## src/hw/cd_link_pkg.sv

```systemverilog
// Frame layout of the CD link. Both directions share one frame format and the toggle is the MSB
`default_nettype none

package cd_link_pkg;

	////////////////////////////////////////////////////////////////////
	// Frame geometry
	////////////////////////////////////////////////////////////////////

	localparam int CMD_PAYLOAD_W  = 96;   // Full command block
	localparam int DOUT_PAYLOAD_W = 80;   // Data-out block, low part of payload only
	localparam int TAG_W          = 16;
	localparam int FRAME_W        = CMD_PAYLOAD_W + TAG_W + 1;

	// Tags written by the console side
	localparam logic [TAG_W-1:0] TAG_DOUT     = 16'h0001;
	localparam logic [TAG_W-1:0] TAG_DATA_END = 16'h0002;
	localparam logic [TAG_W-1:0] TAG_RESET    = 16'h00FF;

	// One link frame, toggle on top
	typedef struct packed {
		logic                     toggle;
		logic [TAG_W-1:0]         tag;
		logic [CMD_PAYLOAD_W-1:0] payload;
	} cd_frame_t;

	////////////////////////////////////////////////////////////////////
	// Host status frame fields
	////////////////////////////////////////////////////////////////////

	localparam int STAT_W          = 16;  // Status low byte, message high byte
	localparam int STAT_DOUT_BIT   = 16;  // Set means data-out request
	localparam int STAT_REGION_BIT = 17;

	// Sector download header is {dm, length}
	localparam int SECT_LEN_W = 15;

	localparam int CNT_W = 8;   // Frame counters, wrap freely

	typedef logic [7:0] cd_byte_t;

endpackage

`default_nettype wire

```

## src/hw/cd_cmd_tx.sv

```systemverilog
// Console to host framing. Requests are rising-edge detected and same-cycle losers are dropped
`timescale 1ns/100ps
`default_nettype none

module cd_cmd_tx import cd_link_pkg::*; (
	input  wire                      clk_sys,
	input  wire                      reset,
	input  wire                      cmd_send,
	input  wire [CMD_PAYLOAD_W-1:0]  cmd,
	input  wire                      dout_send,
	input  wire [DOUT_PAYLOAD_W-1:0] dout,
	input  wire                      data_end_req,
	input  wire                      drive_reset_req,
	input  wire                      fast_seek,
	output cd_frame_t                to_host,
	output logic [CNT_W-1:0]         cmd_cnt
);

	// Previous strobe levels
	logic cmd_send_d;
	logic dout_send_d;
	logic data_end_d;
	logic drive_reset_d;

	logic cmd_rise;
	logic dout_rise;
	logic data_end_rise;
	logic drive_reset_rise;

	assign cmd_rise         = cmd_send & ~cmd_send_d;
	assign dout_rise        = dout_send & ~dout_send_d;
	assign data_end_rise    = data_end_req & ~data_end_d;
	assign drive_reset_rise = drive_reset_req & ~drive_reset_d;

	always_ff @(posedge clk_sys) begin
		if (reset) begin
			cmd_send_d    <= 1'b0;
			dout_send_d   <= 1'b0;
			data_end_d    <= 1'b0;
			drive_reset_d <= 1'b0;
			to_host       <= cd_frame_t'({FRAME_W{1'b0}});
			cmd_cnt       <= '0;
		end
		else begin
			cmd_send_d    <= cmd_send;
			dout_send_d   <= dout_send;
			data_end_d    <= data_end_req;
			drive_reset_d <= drive_reset_req;

			// Fixed priority, one frame per cycle
			if (cmd_rise) begin
				to_host.payload <= cmd;
				to_host.tag     <= {fast_seek, {(TAG_W-1){1'b0}}};   // Seek mode in tag MSB
				to_host.toggle  <= ~to_host.toggle;
				cmd_cnt         <= cmd_cnt + 1'b1;
			end
			else if (dout_rise) begin
				// Upper payload bits keep the last command
				to_host.payload[DOUT_PAYLOAD_W-1:0] <= dout;
				to_host.tag    <= TAG_DOUT;
				to_host.toggle <= ~to_host.toggle;
			end
			else if (data_end_rise) begin
				to_host.tag    <= TAG_DATA_END;
				to_host.toggle <= ~to_host.toggle;
			end
			else if (drive_reset_rise) begin
				to_host.tag    <= TAG_RESET;   // Tag only
				to_host.toggle <= ~to_host.toggle;
			end
		end
	end

endmodule

`default_nettype wire

```

## src/hw/cd_stat_rx.sv

```systemverilog
// Host to console status. A frame counts as new only when its toggle differs from the last one
`timescale 1ns/100ps
`default_nettype none

module cd_stat_rx import cd_link_pkg::*; (
	input  wire              clk_sys,
	input  wire              reset,
	input  cd_frame_t        from_host,
	output cd_byte_t         cd_stat,
	output cd_byte_t         cd_msg,
	output logic             region,
	output logic             stat_get,
	output logic             dout_req,
	output logic [CNT_W-1:0] stat_cnt
);

	logic last_toggle;
	logic new_frame;

	assign new_frame = from_host.toggle != last_toggle;

	////////////////////////////////////////////////////////////////////
	// Frame detect and pulses
	////////////////////////////////////////////////////////////////////

	always_ff @(posedge clk_sys) begin
		if (reset) begin
			last_toggle <= 1'b0;
			region      <= 1'b0;
			stat_get    <= 1'b0;
			dout_req    <= 1'b0;
			stat_cnt    <= '0;
		end
		else begin
			stat_get <= 1'b0;   // Single-cycle pulses
			dout_req <= 1'b0;
			if (new_frame) begin
				last_toggle <= from_host.toggle;
				region      <= from_host.payload[STAT_REGION_BIT];
				// Flag picks which pulse the console sees
				stat_get    <= ~from_host.payload[STAT_DOUT_BIT];
				dout_req    <= from_host.payload[STAT_DOUT_BIT];
				stat_cnt    <= stat_cnt + 1'b1;
			end
		end
	end

	// Status word, message in the high byte
	always_ff @(posedge clk_sys) begin
		if (new_frame) begin
			{cd_msg, cd_stat} <= from_host.payload[STAT_W-1:0];
		end
	end

endmodule

`default_nettype wire

```

## src/hw/cd_sector_feed.sv

```systemverilog
// Sector download to byte stream. No back-pressure, so data words must be at least 4 cycles apart
`timescale 1ns/100ps
`default_nettype none

module cd_sector_feed import cd_link_pkg::*; (
	input  wire                clk_sys,
	input  wire                reset,
	input  wire                dl_active,
	input  wire                dl_wr,
	input  wire [SECT_LEN_W:0] dl_data,
	output cd_byte_t           cd_data,
	output logic               cd_wr,
	output logic               cd_dm
);

	logic                  dl_active_d;
	logic                  hdr_seen;    // Header word taken
	logic [SECT_LEN_W-1:0] sect_len;    // Bytes in this download
	logic [SECT_LEN_W-1:0] byte_cnt;    // Bytes already written
	logic [SECT_LEN_W-1:0] byte_cnt_nx;
	logic [SECT_LEN_W:0]   word_q;
	logic                  byte_sel;    // 0 low byte, 1 high byte
	logic                  wr_phase;    // Bytes of word_q still going out

	logic dl_start;
	logic hdr_take;
	logic word_take;

	assign dl_start    = dl_active & ~dl_active_d;
	assign byte_cnt_nx = byte_cnt + 1'b1;

	// Header is the first word after a restart and may share the restart cycle
	assign hdr_take  = dl_wr && dl_active && (!hdr_seen || dl_start);
	assign word_take = dl_wr && dl_active && !hdr_take && (byte_cnt < sect_len);

	assign cd_data = byte_sel ? word_q[15:8] : word_q[7:0];

	////////////////////////////////////////////////////////////////////
	// Parser and write strobe
	////////////////////////////////////////////////////////////////////

	always_ff @(posedge clk_sys) begin
		if (reset) begin
			dl_active_d <= 1'b0;
			hdr_seen    <= 1'b0;
			sect_len    <= '0;
			byte_cnt    <= '0;
			byte_sel    <= 1'b0;
			wr_phase    <= 1'b0;
			cd_wr       <= 1'b0;
			cd_dm       <= 1'b0;
		end
		else begin
			dl_active_d <= dl_active;

			// Two cycles per byte with strobe high then low
			if (wr_phase) begin
				if (!cd_wr) begin
					cd_wr <= 1'b1;
				end
				else begin
					cd_wr    <= 1'b0;
					byte_sel <= ~byte_sel;
					byte_cnt <= byte_cnt_nx;
					if (byte_sel || byte_cnt_nx >= sect_len) begin
						wr_phase <= 1'b0;   // Word done or length reached
					end
				end
			end

			if (dl_start) begin
				hdr_seen <= 1'b0;
				sect_len <= '0;
				byte_cnt <= '0;
			end

			if (hdr_take) begin
				{cd_dm, sect_len} <= dl_data;
				byte_cnt <= '0;
				hdr_seen <= 1'b1;
			end
			else if (word_take) begin
				wr_phase <= 1'b1;
				byte_sel <= 1'b0;   // Low byte first
			end
		end
	end

	// Data word register
	always_ff @(posedge clk_sys) begin
		if (word_take) begin
			word_q <= dl_data;
		end
	end

endmodule

`default_nettype wire

```

## src/hw/cd_link_top.sv

```systemverilog
// CD link top level. All ports are in the clk_sys domain, host frames must arrive already synchronized
`timescale 1ns/100ps
`default_nettype none

module cd_link_top import cd_link_pkg::*; (
	input  wire                      clk_sys,
	input  wire                      reset,

	// Console requests
	input  wire                      cmd_send,
	input  wire [CMD_PAYLOAD_W-1:0]  cmd,
	input  wire                      dout_send,
	input  wire [DOUT_PAYLOAD_W-1:0] dout,
	input  wire                      data_end_req,
	input  wire                      drive_reset_req,
	input  wire                      fast_seek,

	// Host link
	output cd_frame_t                to_host,
	input  cd_frame_t                from_host,

	// Status back to the console
	output cd_byte_t                 cd_stat,
	output cd_byte_t                 cd_msg,
	output logic                     region,
	output logic                     stat_get,
	output logic                     dout_req,
	output logic [CNT_W-1:0]         cmd_cnt,
	output logic [CNT_W-1:0]         stat_cnt,

	// Sector download
	input  wire                      dl_active,
	input  wire                      dl_wr,
	input  wire [SECT_LEN_W:0]       dl_data,
	output cd_byte_t                 cd_data,
	output logic                     cd_wr,
	output logic                     cd_dm
);

	cd_cmd_tx u_cmd_tx (
		.clk_sys         (clk_sys),
		.reset           (reset),
		.cmd_send        (cmd_send),
		.cmd             (cmd),
		.dout_send       (dout_send),
		.dout            (dout),
		.data_end_req    (data_end_req),
		.drive_reset_req (drive_reset_req),
		.fast_seek       (fast_seek),
		.to_host         (to_host),
		.cmd_cnt         (cmd_cnt)
	);

	cd_stat_rx u_stat_rx (
		.clk_sys   (clk_sys),
		.reset     (reset),
		.from_host (from_host),
		.cd_stat   (cd_stat),
		.cd_msg    (cd_msg),
		.region    (region),
		.stat_get  (stat_get),
		.dout_req  (dout_req),
		.stat_cnt  (stat_cnt)
	);

	// Download words to console bytes
	cd_sector_feed u_sector_feed (
		.clk_sys   (clk_sys),
		.reset     (reset),
		.dl_active (dl_active),
		.dl_wr     (dl_wr),
		.dl_data   (dl_data),
		.cd_data   (cd_data),
		.cd_wr     (cd_wr),
		.cd_dm     (cd_dm)
	);

endmodule

`default_nettype wire

```

## config.mk

```make
export PLATFORM = sky130hd
export DESIGN_NAME = cd_link_top
export DESIGN_NICKNAME = d
export VERILOG_FILES = /design/src/hw/cd_link_pkg.sv /design/src/hw/cd_cmd_tx.sv /design/src/hw/cd_stat_rx.sv /design/src/hw/cd_sector_feed.sv /design/src/hw/cd_link_top.sv
export SDC_FILE = /design/constraint.sdc
export NUM_CORES = 1
export LEC_CHECK = 0
export BUFFER_PORTS_ARGS = -buffer_cell sky130_fd_sc_hd__buf_2
export CAP_MARGIN = 20
export CORE_AREA = 2 2 185 187
export DETAILED_ROUTE_END_ITERATION = 8
export DIE_AREA = 0 0 187 189
export MAX_ROUTING_LAYER = met4
export REMOVE_ABC_BUFFERS = 1
export SLEW_MARGIN = 0
export SYNTH_ARGS = -nofsm -noshare
export SYNTH_HDL_FRONTEND = slang
export SYNTH_SLANG_ARGS = --single-unit
```

## constraint.sdc

```tcl
create_clock -name clk_sys -period 5.5 [get_ports clk_sys]
set_clock_uncertainty 0.05 [all_clocks]
set_input_delay 0.55 -clock clk_sys [delete_from_list [all_inputs] [get_ports clk_sys]]
set_output_delay 0.55 -clock clk_sys [all_outputs]
set_load 0.05 [all_outputs]
```

==> results of run 1 <==
==> power by group through the flow <==
stage | clock, mW | combinational [mW] | sequential, mW
6_report | 1.25 | 0.710 | 1.57
2_1_floorplan | 0 | 0.201 | 1.88
3_5_place_dp | 0 | 0.718 | 1.60
5_1_grt | 1.34 | 0.764 | 1.58
4_1_cts | 1.30 | 0.719 | 1.57
3_3_place_gp | 0 | 0.712 | 1.60
==> through the flow <==
| stage | setup TNS [ps] | utilization | setup WS, ps | power (mW) | hold slack (ps) |
|---|---|---|---|---|---|
| after floorplan | -47180 | - | -741 | 2.08 | 411 |
| after global placement | 0 | 0.316 | 2460 | 2.31 | 393 |
| after detailed placement | 0 | 0.316 | 2410 | 2.32 | 396 |
| after CTS | 0 | 0.334 | 2400 | 3.58 | 193 |
| after global routing | 0 | 0.334 | 2270 | 3.68 | 202 |
| final | 0 | 0.334 | 2410 | 3.53 | 224 |
==> cell usage in the layout, fill, tap and decap left out, types with 2 or more instances in the layout <==
cell type   count
nand2_1       231
or3_1           3
conb_1          7
a22oi_1         2
o21ai_0        30
mux2_2          8
xor2_1         19
nor2b_1         6
a211oi_1        4
and3_1          3
nand3_1        12
mux2i_1         3
or3_2           2
nor2_1        126
edfxtp_1       32
nand2b_1        3
inv_6           4
nor4_1          3
buf_4           9
a311oi_1       80
nand4_1         8
inv_1          21
a21oi_1        33
buf_2         369
diode_2         3
nor3_1         10
xnor2_1        21
clkbuf_16      19
clkbuf_8        3
dfxtp_1       161
clkinvlp_4      4
ha_1           33
==> path summary, 6_finish.rpt <==
| kind | from | slack [ps] | end |
|---|---|---|---|
| setup / recovery | u_sector_feed.byte_cnt[1] | 2410 | u_sector_feed.wr_phase |
| hold / removal | from_host[5] | 220 | u_stat_rx.cd_stat[5] |
| setup reg to reg | u_sector_feed.byte_cnt[1] | 2410 | u_sector_feed.wr_phase |
| hold reg to reg | u_cmd_tx.to_host[92] | 400 | u_cmd_tx.to_host[92] |
==> layer usage <==
layer  vias up  track usage  routed length, um
met3        20       0.0399               1760
met4         0       0.0430                303
met2       262        0.241              12000
met1      3559        0.190              12000
li1       3901            -                  -
met5         -            -                  0
==> logic make-up after synthesis <==
group                      count (synthesis)  synth area share
AOI/OAI and AO/OA                        153             0.132
xor gates and xnor gates                  41            0.0432
adders and majority gates                 33            0.0496
buffers and inverters                     95            0.0492
DFF                                      193             0.503
muxes                                     11            0.0144
other                                      1          0.000451
and+or+nand+nor                          421             0.209
==> cell type report <==
cell class | count | share of cell area
flip-flops and latches | 193 | 0.377
clock buffers | 23 | 0.0468
well taps | 448 | 0.0504
clock inverters | 8 | 0.00586
multi-input cells | 666 | 0.340
inverters | 21 | 0.00709
repair buffers | 378 | 0.172
diodes | 3 | 0.000676
==> sequential cells by signal, indices dropped and copies added (netlist names) <==
| name | count |
|---|---|
| u_cmd_tx.to_host | 101 |
| u_sector_feed.word_q | 16 |
| u_sector_feed.byte_cnt | 15 |
| u_sector_feed.sect_len | 15 |
| u_cmd_tx.cmd_cnt | 8 |
| u_stat_rx.cd_msg | 8 |
| u_stat_rx.cd_stat | 8 |
| u_stat_rx.stat_cnt | 8 |
| u_cmd_tx.cmd_send_d | 1 |
| u_cmd_tx.data_end_d | 1 |
| u_cmd_tx.dout_send_d | 1 |
| u_cmd_tx.drive_reset_d | 1 |
| u_sector_feed.byte_sel | 1 |
| u_sector_feed.cd_dm | 1 |
| u_sector_feed.cd_wr | 1 |
| u_sector_feed.dl_active_d | 1 |
| u_sector_feed.hdr_seen | 1 |
| u_sector_feed.wr_phase | 1 |
| u_stat_rx.dout_req | 1 |
| u_stat_rx.last_toggle | 1 |
| u_stat_rx.region | 1 |
| u_stat_rx.stat_get | 1 |
==> critical path, delay by kind of cell, from the launching register on <==
family,cells,cell delay [ps]
compound gates,3,530
xor+xnor,1,80
fa+ha+maj,2,540
flops,1,400
simple gates,6,1350
==> metrics.md, run 1 <==
| Metric | Value |
|---|---|
| # setup viols final | 0 |
| Filler cell count | 3583 |
| Ys Warns | 0 |
| Synthesized area | 8320 um^2 |
| Min-Delay Path Class | primary input to flip-flop |
| Internal power | 2.39 mW |
| Count of input and output buffers | 370 |
| GRT overflow | 0 |
| Nets | 1624 |
| Core area | 33300 um^2 |
| First DRT Iteration DRCs | 290 |
| Tightest Pin Transition | 933 ps |
| Max clock buf depth | 2 |
| Synth top area cells | dfxtp_1 39%, edfxtp_1 12%, nand2_1 10%, a311oi_1 8.4%, nor2_1 5.7% |
| Post-synth top cells | 232 x nand2_1, 161 x dfxtp_1, 126 x nor2_1, 80 x a311oi_1, 60 x clkbuf_1 |
| Largest fanout on the critical path | 9 |
| Reg power frac | 0.444 |
| Skew-Pair Late Insertion Delay | 450 ps |
| Post-synth EDFFs | 32 |
| Drt drc | 0 |
| CTS Sinks | 193 |
| Storage element area | 4180 um^2 |
| Yosys top cell area share | 0.387 |
| WP data required | 5770 ps |
| Lkg Pwr | 5.05 nW |
| Fraction of registers with async set/reset | 0 |
| Mean Syn Cell Area | 8.78 um^2 |
| Outcome | complete, no violations |
| First-pass GRT wire length | 40700 um |
| TritonCTS clock tree | yes |
| # Post-CTS Setup Buffers | 0 |
| Cell Area, Placed | 10500 um^2 |
| Clock buffer count from CTS | 17 |
| Final non-filler cell total | 1740 |
| Hold Fails Final Rpt | 0 |
| Vias in the first global route | 7468 |
| CP max stage delay | 520 ps |
| Initial antenna violation count | 3 |
| CP Launch Type | flip-flop |
| Largest net degree at the start of global routing | 80 |
| Comb pwr share | 0.201 |
| GRT Total Usage | 0.152 |
| CP max-delay cell | or3_2 |
| Min cycle time layout | 3090 ps |
| Crit-path cells | ha_1, nand3_2, or2_1, or3_2, nor2_1, xor2_1, ha_1, nand4_1, o41ai_1, o21ai_0, nand2_1, a21oi_1 |
| CTS Hold Buffers Added | 0 |
| Routed length per instance | 15.0 um |
| Relative slew slack | 0.377 |
| Synthesized instance count | 948 |
| GP Congestion | 0.796 |
| P_sw | 1.14 mW |
| Placed cells | 1706 |
| Row count | 67 |
| Die W | 187 um |
| CP dominant cell by count | ha_1 |
| Clock Pin Slew Worst Setup and Hold Paths | 70 ps |
| Arr. time, crit path | 3360 ps |
| Final Cycle Share | 0.561 |
| Layout cells sized above 1 | 0.331 |
| Main synth FF type | dfxtp_1 |
| Register area share after synthesis | 0.503 |
| Reg2reg path depth | 12 |
| RSZ-0062 raised after global routing | false |
| Count of different cell masters after synthesis | 44 |
| Drt pass-1 iters | 4 |
| CP Class | flip-flop to flip-flop |
| Die area | 35300 um^2 |
| Clk root buf | clkbuf_16 |
| Count leader, synth | nand2_1 |
| Synthesis-to-finish area growth | 33.5% |
| Vias | 7742 |
| Area leader, netlist | dfxtp_1 |
| Clock network power share | 0.355 |
| Fin. max-slew vios | 0 |
| # IOs | 472 |
| Crit end category | flip-flop |
| Post-route cell area | 11100 um^2 |
| Max VDD drop | 0.212 mV |
| Pwr dens | 318 nW/um^2 |
| Initial Util | 0.250 |
| Post-CTS Resized | 0 |
| Area of the multi-input gates | 3780 um^2 |
| Final wirelength | 26100 um |
| Antenna viol nets, final | 0 |
| Hpwl dp | 19500 um |
| Htree depth | 4 |
| Hold Path Stages | 1 |
| Net Sw Frac | 0.324 |
| F_max | 0.324 GHz |
| Max-cap violation count | 0 |
| Vias per inst | 4.45 |
| Flops & latches, synth | 193 |
| Die Span Y | 189 um |
Power figures use the tool's default switching activity.
==> run 2, diff against run 1 <==
--- a/config.mk
+++ b/config.mk
@@ -5,11 +5,12 @@
 export SDC_FILE = /design/constraint.sdc
 export NUM_CORES = 1
 export LEC_CHECK = 0
+export ABC_AREA = 1
 export BUFFER_PORTS_ARGS = -buffer_cell sky130_fd_sc_hd__buf_2
 export CAP_MARGIN = 20
-export CORE_AREA = 2 2 185 187
+export CORE_AREA = 2 2 183 185
 export DETAILED_ROUTE_END_ITERATION = 8
-export DIE_AREA = 0 0 187 189
+export DIE_AREA = 0 0 185 187
 export MAX_ROUTING_LAYER = met4
 export REMOVE_ABC_BUFFERS = 1
 export SLEW_MARGIN = 0
==> constraint.sdc (replaced) <==
create_clock -name clk_sys -period 2.6 [get_ports clk_sys]
set_clock_uncertainty 0.05 [all_clocks]
set_input_delay 0.26 -clock clk_sys [delete_from_list [all_inputs] [get_ports clk_sys]]
set_output_delay 0.26 -clock clk_sys [all_outputs]
set_load 0.05 [all_outputs]
==> metrics.md, run 2 <==
| Metric | Value |
|---|---|
| Min cycle time layout | 2390 ps (was 3090 ps) |
| Crit-path cells | ha_2, nand2_2, inv_2, nand3_1, nor2_2, nand2_1, xor2_2, inv_1, ha_4, nand2_1, inv_1, nand3_1, nor3_2, nand2_1, nand4_1, nand2_1, nand2_1, a21oi_1 (was ha_1, nand3_2, or2_1, or3_2, nor2_1, xor2_1, ha_1, nand4_1, o41ai_1, o21ai_0, nand2_1, a21oi_1) |
| CP max stage delay | 330 ps (was 520 ps) |
| Lkg Pwr | 5.86 nW (was 5.05 nW) |
| Crit end category | flip-flop (unchanged) |
| Area leader, netlist | dfxtp_1 (unchanged) |
| Filler cell count | 3429 (was 3583) |
| Initial antenna violation count | 2 (was 3) |
| Final Cycle Share | 0.920 (was 0.561) |
| Hpwl dp | 21800 um (was 19500 um) |
| Arr. time, crit path | 2640 ps (was 3360 ps) |
| Clock Pin Slew Worst Setup and Hold Paths | 80 ps (was 70 ps) |
| First DRT Iteration DRCs | 368 (was 290) |
| Synth top area cells | dfxtp_1 38%, edfxtp_1 11%, nor2_1 9.2%, o21ai_0 7.4%, ha_1 4.8% (was dfxtp_1 39%, edfxtp_1 12%, nand2_1 10%, a311oi_1 8.4%, nor2_1 5.7%) |
| Final wirelength | 29200 um (was 26100 um) |
| Max reg flops | 101 (unchanged) |
| First-pass GRT wire length | 44100 um (was 40700 um) |
| Vias per inst | 4.37 (was 4.45) |
| Relative slew slack | 0.437 (was 0.377) |
| Vias in the first global route | 8122 (was 7468) |
| Min-Delay Path Class | primary input to flip-flop (unchanged) |
| Clk root buf | clkbuf_16 (unchanged) |
| Antenna viol nets, final | 0 (unchanged) |
| Core area | 32900 um^2 (was 33300 um^2) |
| Main synth FF type | dfxtp_1 (unchanged) |
| Ys Warns | 0 (unchanged) |
| Fraction of registers with async set/reset | 0 (unchanged) |
| Initial Util | 0.260 (was 0.250) |
| Count of different cell masters after synthesis | 36 (was 44) |
| CP Launch Type | flip-flop (unchanged) |
| Post-synth top cells | 209 x nor2_1, 161 x dfxtp_1, 127 x o21ai_0, 103 x nand2_1, 80 x a21oi_1 (was 232 x nand2_1, 161 x dfxtp_1, 126 x nor2_1, 80 x a311oi_1, 60 x clkbuf_1) |
| Setup slack, reg-to-reg | 210 ps (was 2410 ps) |
| Count of input and output buffers | 370 (unchanged) |
| # IOs | 472 (unchanged) |
| Synthesized area | 8560 um^2 (was 8320 um^2) |
| Register area share after synthesis | 0.489 (was 0.503) |
| CP max-delay cell | dfxtp_2 (was or3_2) |
| Mean Syn Cell Area | 8.14 um^2 (was 8.78 um^2) |
| Max clock buf depth | 2 (unchanged) |
| CP dominant cell by count | nand2_1 (was ha_1) |
| # setup viols final | 0 (unchanged) |
| Layout cells sized above 1 | 0.316 (was 0.331) |
| Final non-filler cell total | 1919 (was 1740) |
| Buffers & Inverters on Critical Path | 3 (was 0) |
| GRT overflow | 0 (unchanged) |
| Hold Fails Final Rpt | 0 (unchanged) |
| Placed cells | 1828 (was 1706) |
| Htree depth | 4 (unchanged) |
| Nets | 1802 (was 1624) |
| Clock buffer count from CTS | 17 (unchanged) |
| Synthesized instance count | 1051 (was 948) |
| Die Span Y | 187 um (was 189 um) |
| GRT Total Usage | 0.172 (was 0.152) |
| Count leader, synth | nor2_1 (was nand2_1) |
| TritonCTS clock tree | yes (unchanged) |
| Largest Register | u_cmd_tx.to_host (unchanged) |
| Post-synth EDFFs | 32 (unchanged) |
| Pwr Total | 7.64 mW (was 3.53 mW) |
| Skew-Pair Late Insertion Delay | 450 ps (about the same) |
| Tightest Pin Transition | 844 ps (was 933 ps) |
| Largest net degree at the start of global routing | 82 (was 80) |
| Most common cell after layout, fill and taps aside | buf_2 (unchanged) |
| Routed length per instance | 15.2 um (was 15.0 um) |
| Die area | 34600 um^2 (was 35300 um^2) |
| WP data required | 2850 ps (was 5770 ps) |
| Pwr dens | 632 nW/um^2 (was 318 nW/um^2) |
| Largest fanout on the critical path | 3 (was 9) |
| Max-cap violation count | 0 (unchanged) |
| Synthesis-to-finish area growth | 41.4% (was 33.5%) |
| Vias | 8386 (was 7742) |
| Top flop regs | u_cmd_tx.to_host x101, u_sector_feed.word_q x16 (unchanged) |
| Flops & latches, synth | 193 (unchanged) |
| Yosys top cell area share | 0.377 (was 0.387) |
| CTS Sinks | 193 (unchanged) |
| Fin. max-slew vios | 0 (unchanged) |
| GP Congestion | 0.840 (was 0.796) |
| Drt pass-1 iters | 4 (unchanged) |
| Outcome | complete, no violations (unchanged) |
| Largest delay contributor family on the critical path | simple AND/OR/NAND/NOR gates (unchanged) |
| Row count | 67 (unchanged) |
| Drt drc | 0 (unchanged) |
| Die W | 185 um (was 187 um) |
| F_max | 0.418 GHz (was 0.324 GHz) |
| CP Class | flip-flop to flip-flop (unchanged) |
| Max VDD drop | 0.421 mV (was 0.212 mV) |
| Most frequent cells in the layout | 370 x buf_2, 206 x nor2_1, 158 x dfxtp_1, 127 x o21ai_0, 101 x nand2_1 (was 369 x buf_2, 231 x nand2_1, 161 x dfxtp_1, 126 x nor2_1, 80 x a311oi_1) |
==> run 2: final cells by class <==
class	instances	area (um^2)	area share
inverter	76	285	0.0236
clock inverter	13	163	0.0134
sequential	193	4190	0.346
antenna	3	7.51	0.000620
timing repair buffer	447	2590	0.214
clock buffer	19	444	0.0367
multi-input combinational	720	3860	0.319
tap	448	561	0.0463
==> run 2: tightest hold or removal path: stages <==
cell    delay (ps)
buf_2          100
nor2_1          50
nor2_1          80
==> run 2: metrics by stage <==
stage	instance area [um^2]	util	hold WS (ps)	setup TNS, ps	worst slack (ps)
finish	12100	0.368	29.2	0	208
global route	12100	0.368	27.2	-69.9	-69.9
CTS	12000	0.365	3.68	0	99.8
detailed placement	10800	0.330	387	0	103
global placement	10800	0.330	383	0	133
floorplan	8240	-	279	-284160	-3030
==> run 2: timing repair <==
item,4_1_cts,5_1_grt
setup buffers,0,1
hold endpoints to repair,59,0
hold buffers,55,0
endpoints found under the setup margin,0,1
gates resized for setup,0,19
==> run 2: routing by layer <==
layer / GRT usage / share of wire / wire length, um
met1: 0.221 / 0.47 / 13600
met2: 0.254 / 0.43 / 12600
met3: 0.0545 / 0.085 / 2470
met4: 0.0556 / 0.017 / 486
met5: - / 0 / 0
==> run 2: report_power, final <==
part | total [mW] | switching (mW) | internal, mW
Combinational | 1.61 | 1.15 | 0.467
Sequential | 3.30 | 0.0842 | 3.21
Clock | 2.73 | 1.32 | 1.41
Total | 7.64 | 2.55 | 5.09
==> run 2: worst paths after layout <==
kind,startpoint,endpoint,cells past startpoint
worst max-delay path,u_sector_feed.byte_cnt[0],u_sector_feed.wr_phase,18
worst min-delay path,cmd[81],u_cmd_tx.to_host[81],3
worst max register to register,u_sector_feed.byte_cnt[0],u_sector_feed.wr_phase,18
worst min register to register,u_stat_rx.stat_cnt[7],u_stat_rx.stat_cnt[7],1
==> run 2: cells by family after synthesis <==
logic type / synth area share
and+or+nand+nor: 0.202
AOI/OAI and AO/OA: 0.132
DFF: 0.489
buffers and inverters: 0.0730
muxes: 0.0421
adders and majority gates: 0.0483
xor gates and xnor gates: 0.0133
other: 0.000438
==> run 3, diff against run 2 <==
--- a/config.mk
+++ b/config.mk
@@ -9,6 +9,7 @@
 export BUFFER_PORTS_ARGS = -buffer_cell sky130_fd_sc_hd__buf_2
 export CAP_MARGIN = 20
 export CORE_AREA = 2 2 183 185
+export CTS_BUF_LIST = sky130_fd_sc_hd__clkbuf_8
 export DETAILED_ROUTE_END_ITERATION = 8
 export DIE_AREA = 0 0 185 187
 export MAX_ROUTING_LAYER = met4
==> constraint.sdc (replaced) <==
create_clock -name clk_sys -period 2 [get_ports clk_sys]
set_clock_uncertainty 0.05 [all_clocks]
set_input_delay 0.2 -clock clk_sys [delete_from_list [all_inputs] [get_ports clk_sys]]
set_output_delay 0.2 -clock clk_sys [all_outputs]
set_load 0.05 [all_outputs]
==> metrics.md, run 3 (synthesized netlist as in run 2, its figures left out) <==
| Metric | Value |
|---|---|
| Initial antenna violation count | 3 (was 2) |
| Layout cells sized above 1 | 0.330 (was 0.316) |
| Post-route cell area | 13800 um^2 (was 12100 um^2) |
| Pwr dens | 674 nW/um^2 (was 632 nW/um^2) |
| Internal power | 5.96 mW (was 5.09 mW) |
| Vias | 9402 (was 8386) |
| Largest fanout on the critical path | 3 (unchanged) |
| Fin. max-slew vios | 0 (unchanged) |
| First DRT Iteration DRCs | 392 (was 368) |
| # IOs | 472 (unchanged) |
| Max clock buf depth | 2 (unchanged) |
| CP max stage delay | 380 ps (was 330 ps) |
| Min cycle time layout | 2300 ps (was 2390 ps) |
| Max-cap violation count | 0 (unchanged) |
| Core area | 32900 um^2 (unchanged) |
| Vias per inst | 4.51 (was 4.37) |
| Final core occ | 0.419 (was 0.368) |
| Crit-path cells | ha_4, nand2_4, inv_4, nand3_4, nor2_4, nand2_2, xor2_1, inv_1, ha_4, nand2_1, inv_2, nand3_2, nor3_2, nand2_1, nand4_1, nand2_1, nand2_1, a21oi_1 (was ha_2, nand2_2, inv_2, nand3_1, nor2_2, nand2_1, xor2_2, inv_1, ha_4, nand2_1, inv_1, nand3_1, nor3_2, nand2_1, nand4_1, nand2_1, nand2_1, a21oi_1) |
| Hold Fails Final Rpt | 0 (unchanged) |
| WHS | 36.9 ps (was 29.2 ps) |
| Final WS setup | -299 ps (was 208 ps) |
| Die Span Y | 187 um (unchanged) |
| Largest net degree at the start of global routing | 86 (was 82) |
| Relative slew slack | 0.493 (was 0.437) |
| Failing checks | negative setup slack |
| Synthesis-to-finish area growth | 61.1% (was 41.4%) |
| Row count | 67 (unchanged) |
| Crit end category | flip-flop (unchanged) |
| WP data required | 2300 ps (was 2850 ps) |
| Lkg Pwr | 6.57 nW (was 5.86 nW) |
| Cell Area, Placed | 11100 um^2 (was 10800 um^2) |
| CP Launch Type | flip-flop (unchanged) |
| Most frequent cells in the layout | 370 x buf_2, 205 x nor2_1, 178 x dlygate4sd3_1, 155 x dfxtp_1, 122 x o21ai_0 (was 370 x buf_2, 206 x nor2_1, 158 x dfxtp_1, 127 x o21ai_0, 101 x nand2_1) |
| CP dominant cell by count | nand2_1 (unchanged) |
| Reg power frac | 0.461 (was 0.432) |
| Hpwl dp | 22300 um (was 21800 um) |
| # setup viols final | 1 (was 0) |
| Most common cell after layout, fill and taps aside | buf_2 (unchanged) |
| First-pass GRT wire length | 49800 um (was 44100 um) |
| Count of input and output buffers | 370 (unchanged) |
| Max VDD drop | 0.402 mV (was 0.421 mV) |
| Pwr Total | 9.29 mW (was 7.64 mW) |
| Die area | 34600 um^2 (unchanged) |
| Arr. time, crit path | 2600 ps (was 2640 ps) |
| Final wirelength | 33900 um (was 29200 um) |
| GRT Total Usage | 0.192 (was 0.172) |
| GP Congestion | 0.852 (was 0.840) |
| Vias in the first global route | 9334 (was 8122) |
| F_max | 0.435 GHz (was 0.418 GHz) |
| Nets | 1969 (was 1802) |
| Routed length per instance | 16.3 um (was 15.2 um) |
| Final Cycle Share | 1.15 (was 0.920) |
| Drt drc | 0 (unchanged) |
| Pre-CTS setup slack | -471 ps (was 103 ps) |
| Net Sw Frac | 0.358 (was 0.334) |
| Drt pass-1 iters | 5 (was 4) |
| Die W | 185 um (unchanged) |
| Max reg flops | 101 (unchanged) |
| CP Class | flip-flop to flip-flop (unchanged) |
| CTS Sinks | 193 (unchanged) |
| Clock Pin Slew Worst Setup and Hold Paths | 120 ps (was 80 ps) |
| P_sw | 3.33 mW (was 2.55 mW) |
| Min-Delay Path Class | primary input to flip-flop (unchanged) |
| GRT overflow | 0 (unchanged) |
| TritonCTS clock tree | yes (unchanged) |
| Comb pwr share | 0.265 (was 0.211) |
| Skew-Pair Late Insertion Delay | 490 ps (was 450 ps) |
| Clock network power share | 0.274 (was 0.357) |
| RSZ-0062 raised after global routing | true |
| Clock buffer count from CTS | 17 (unchanged) |
| Largest Register | u_cmd_tx.to_host (unchanged) |
| Top flop regs | u_cmd_tx.to_host x101, u_sector_feed.word_q x16 (unchanged) |
| Clk root buf | clkbuf_8 (was clkbuf_16) |
| Antenna viol nets, final | 0 (unchanged) |
| Htree depth | 4 (unchanged) |
| Outcome | finished, violations left (was complete, no violations) |
| CP max-delay cell | dfxtp_4 (was dfxtp_2) |
| Initial Util | 0.260 (unchanged) |
| Tightest Pin Transition | 760 ps (was 844 ps) |
==> run 3: cell types whose count changed in the layout (fill, tap and decap cells not counted), sizes merged <==
cell         before  now
clkinvlp          0    1
inv              82   83
buf             392  432
dlygate4sd3      55  178
bufinv            1    0
clkbuf           19   21
clkinv            6    7
==> run 3: critical path, delay by kind of cell (launching register included) <==
kind,cells,cell delay (ps)
buffers and inverters,3,240
xor gates and xnor gates,1,180
adders and majority gates,2,420
DFF,1,380
and+or+nand+nor,11,840
AOI/OAI and AO/OA,1,50
==> run 3: area by class of cell <==
| cell class | count | area, um^2 |
|---|---|---|
| well taps | 448 | 561 |
| clock buffers | 17 | 234 |
| flip-flops and latches | 193 | 4200 |
| inverters | 76 | 290 |
| clock inverters | 15 | 149 |
| multi-input cells | 720 | 4050 |
| diodes | 3 | 7.51 |
| repair buffers | 614 | 4290 |
| fillers | 3246 | 19100 |
==> run 3: timing repair <==
action                                  CTS  global route
hold endpoints to repair                148             0
gates cloned                              0             5
resized for setup                        16            65
setup buffers                             1            10
hold buffers                            184             0
pin swaps                                 6            15
endpoints found under the setup margin    1            54
==> run 3: stage by stage <==
step	setup TNS [ps]	cells
after detailed placement	-471	1857
after global placement	-401	1857
final	-299	2086
after global routing	-464	2086
after CTS	-343	2074
after floorplan	-352550	989
==> run 3: final timing paths <==
check             cells past startpoint  slack, ps                     end                       from
hold / removal                        5         40    u_cmd_tx.to_host[33]                    cmd[33]
hold reg to reg                       1        410   u_stat_rx.stat_cnt[7]      u_stat_rx.stat_cnt[7]
setup / recovery                     18       -300  u_sector_feed.wr_phase  u_sector_feed.byte_cnt[0]
setup reg to reg                     18       -300  u_sector_feed.wr_phase  u_sector_feed.byte_cnt[0]
==> run 3: power groups by stage <==
| stage | clock network, mW | registers, mW | logic (mW) |
|---|---|---|---|
| 2_1_floorplan | 0 | 5.10 | 0.568 |
| 3_3_place_gp | 0 | 4.37 | 2.02 |
| 3_5_place_dp | 0 | 4.37 | 2.03 |
| 4_1_cts | 2.65 | 4.29 | 2.36 |
| 5_1_grt | 2.79 | 4.32 | 2.63 |
| 6_report | 2.55 | 4.29 | 2.46 |
==> run 3: routing by layer <==
metal / vias up / GRT usage / wire length [um]
met3: 44 / 0.0619 / 2940
met1: 4340 / 0.234 / 15000
met4: 0 / 0.0611 / 708
li1: 4616 / - / -
met5: - / - / 0
met2: 402 / 0.300 / 15300
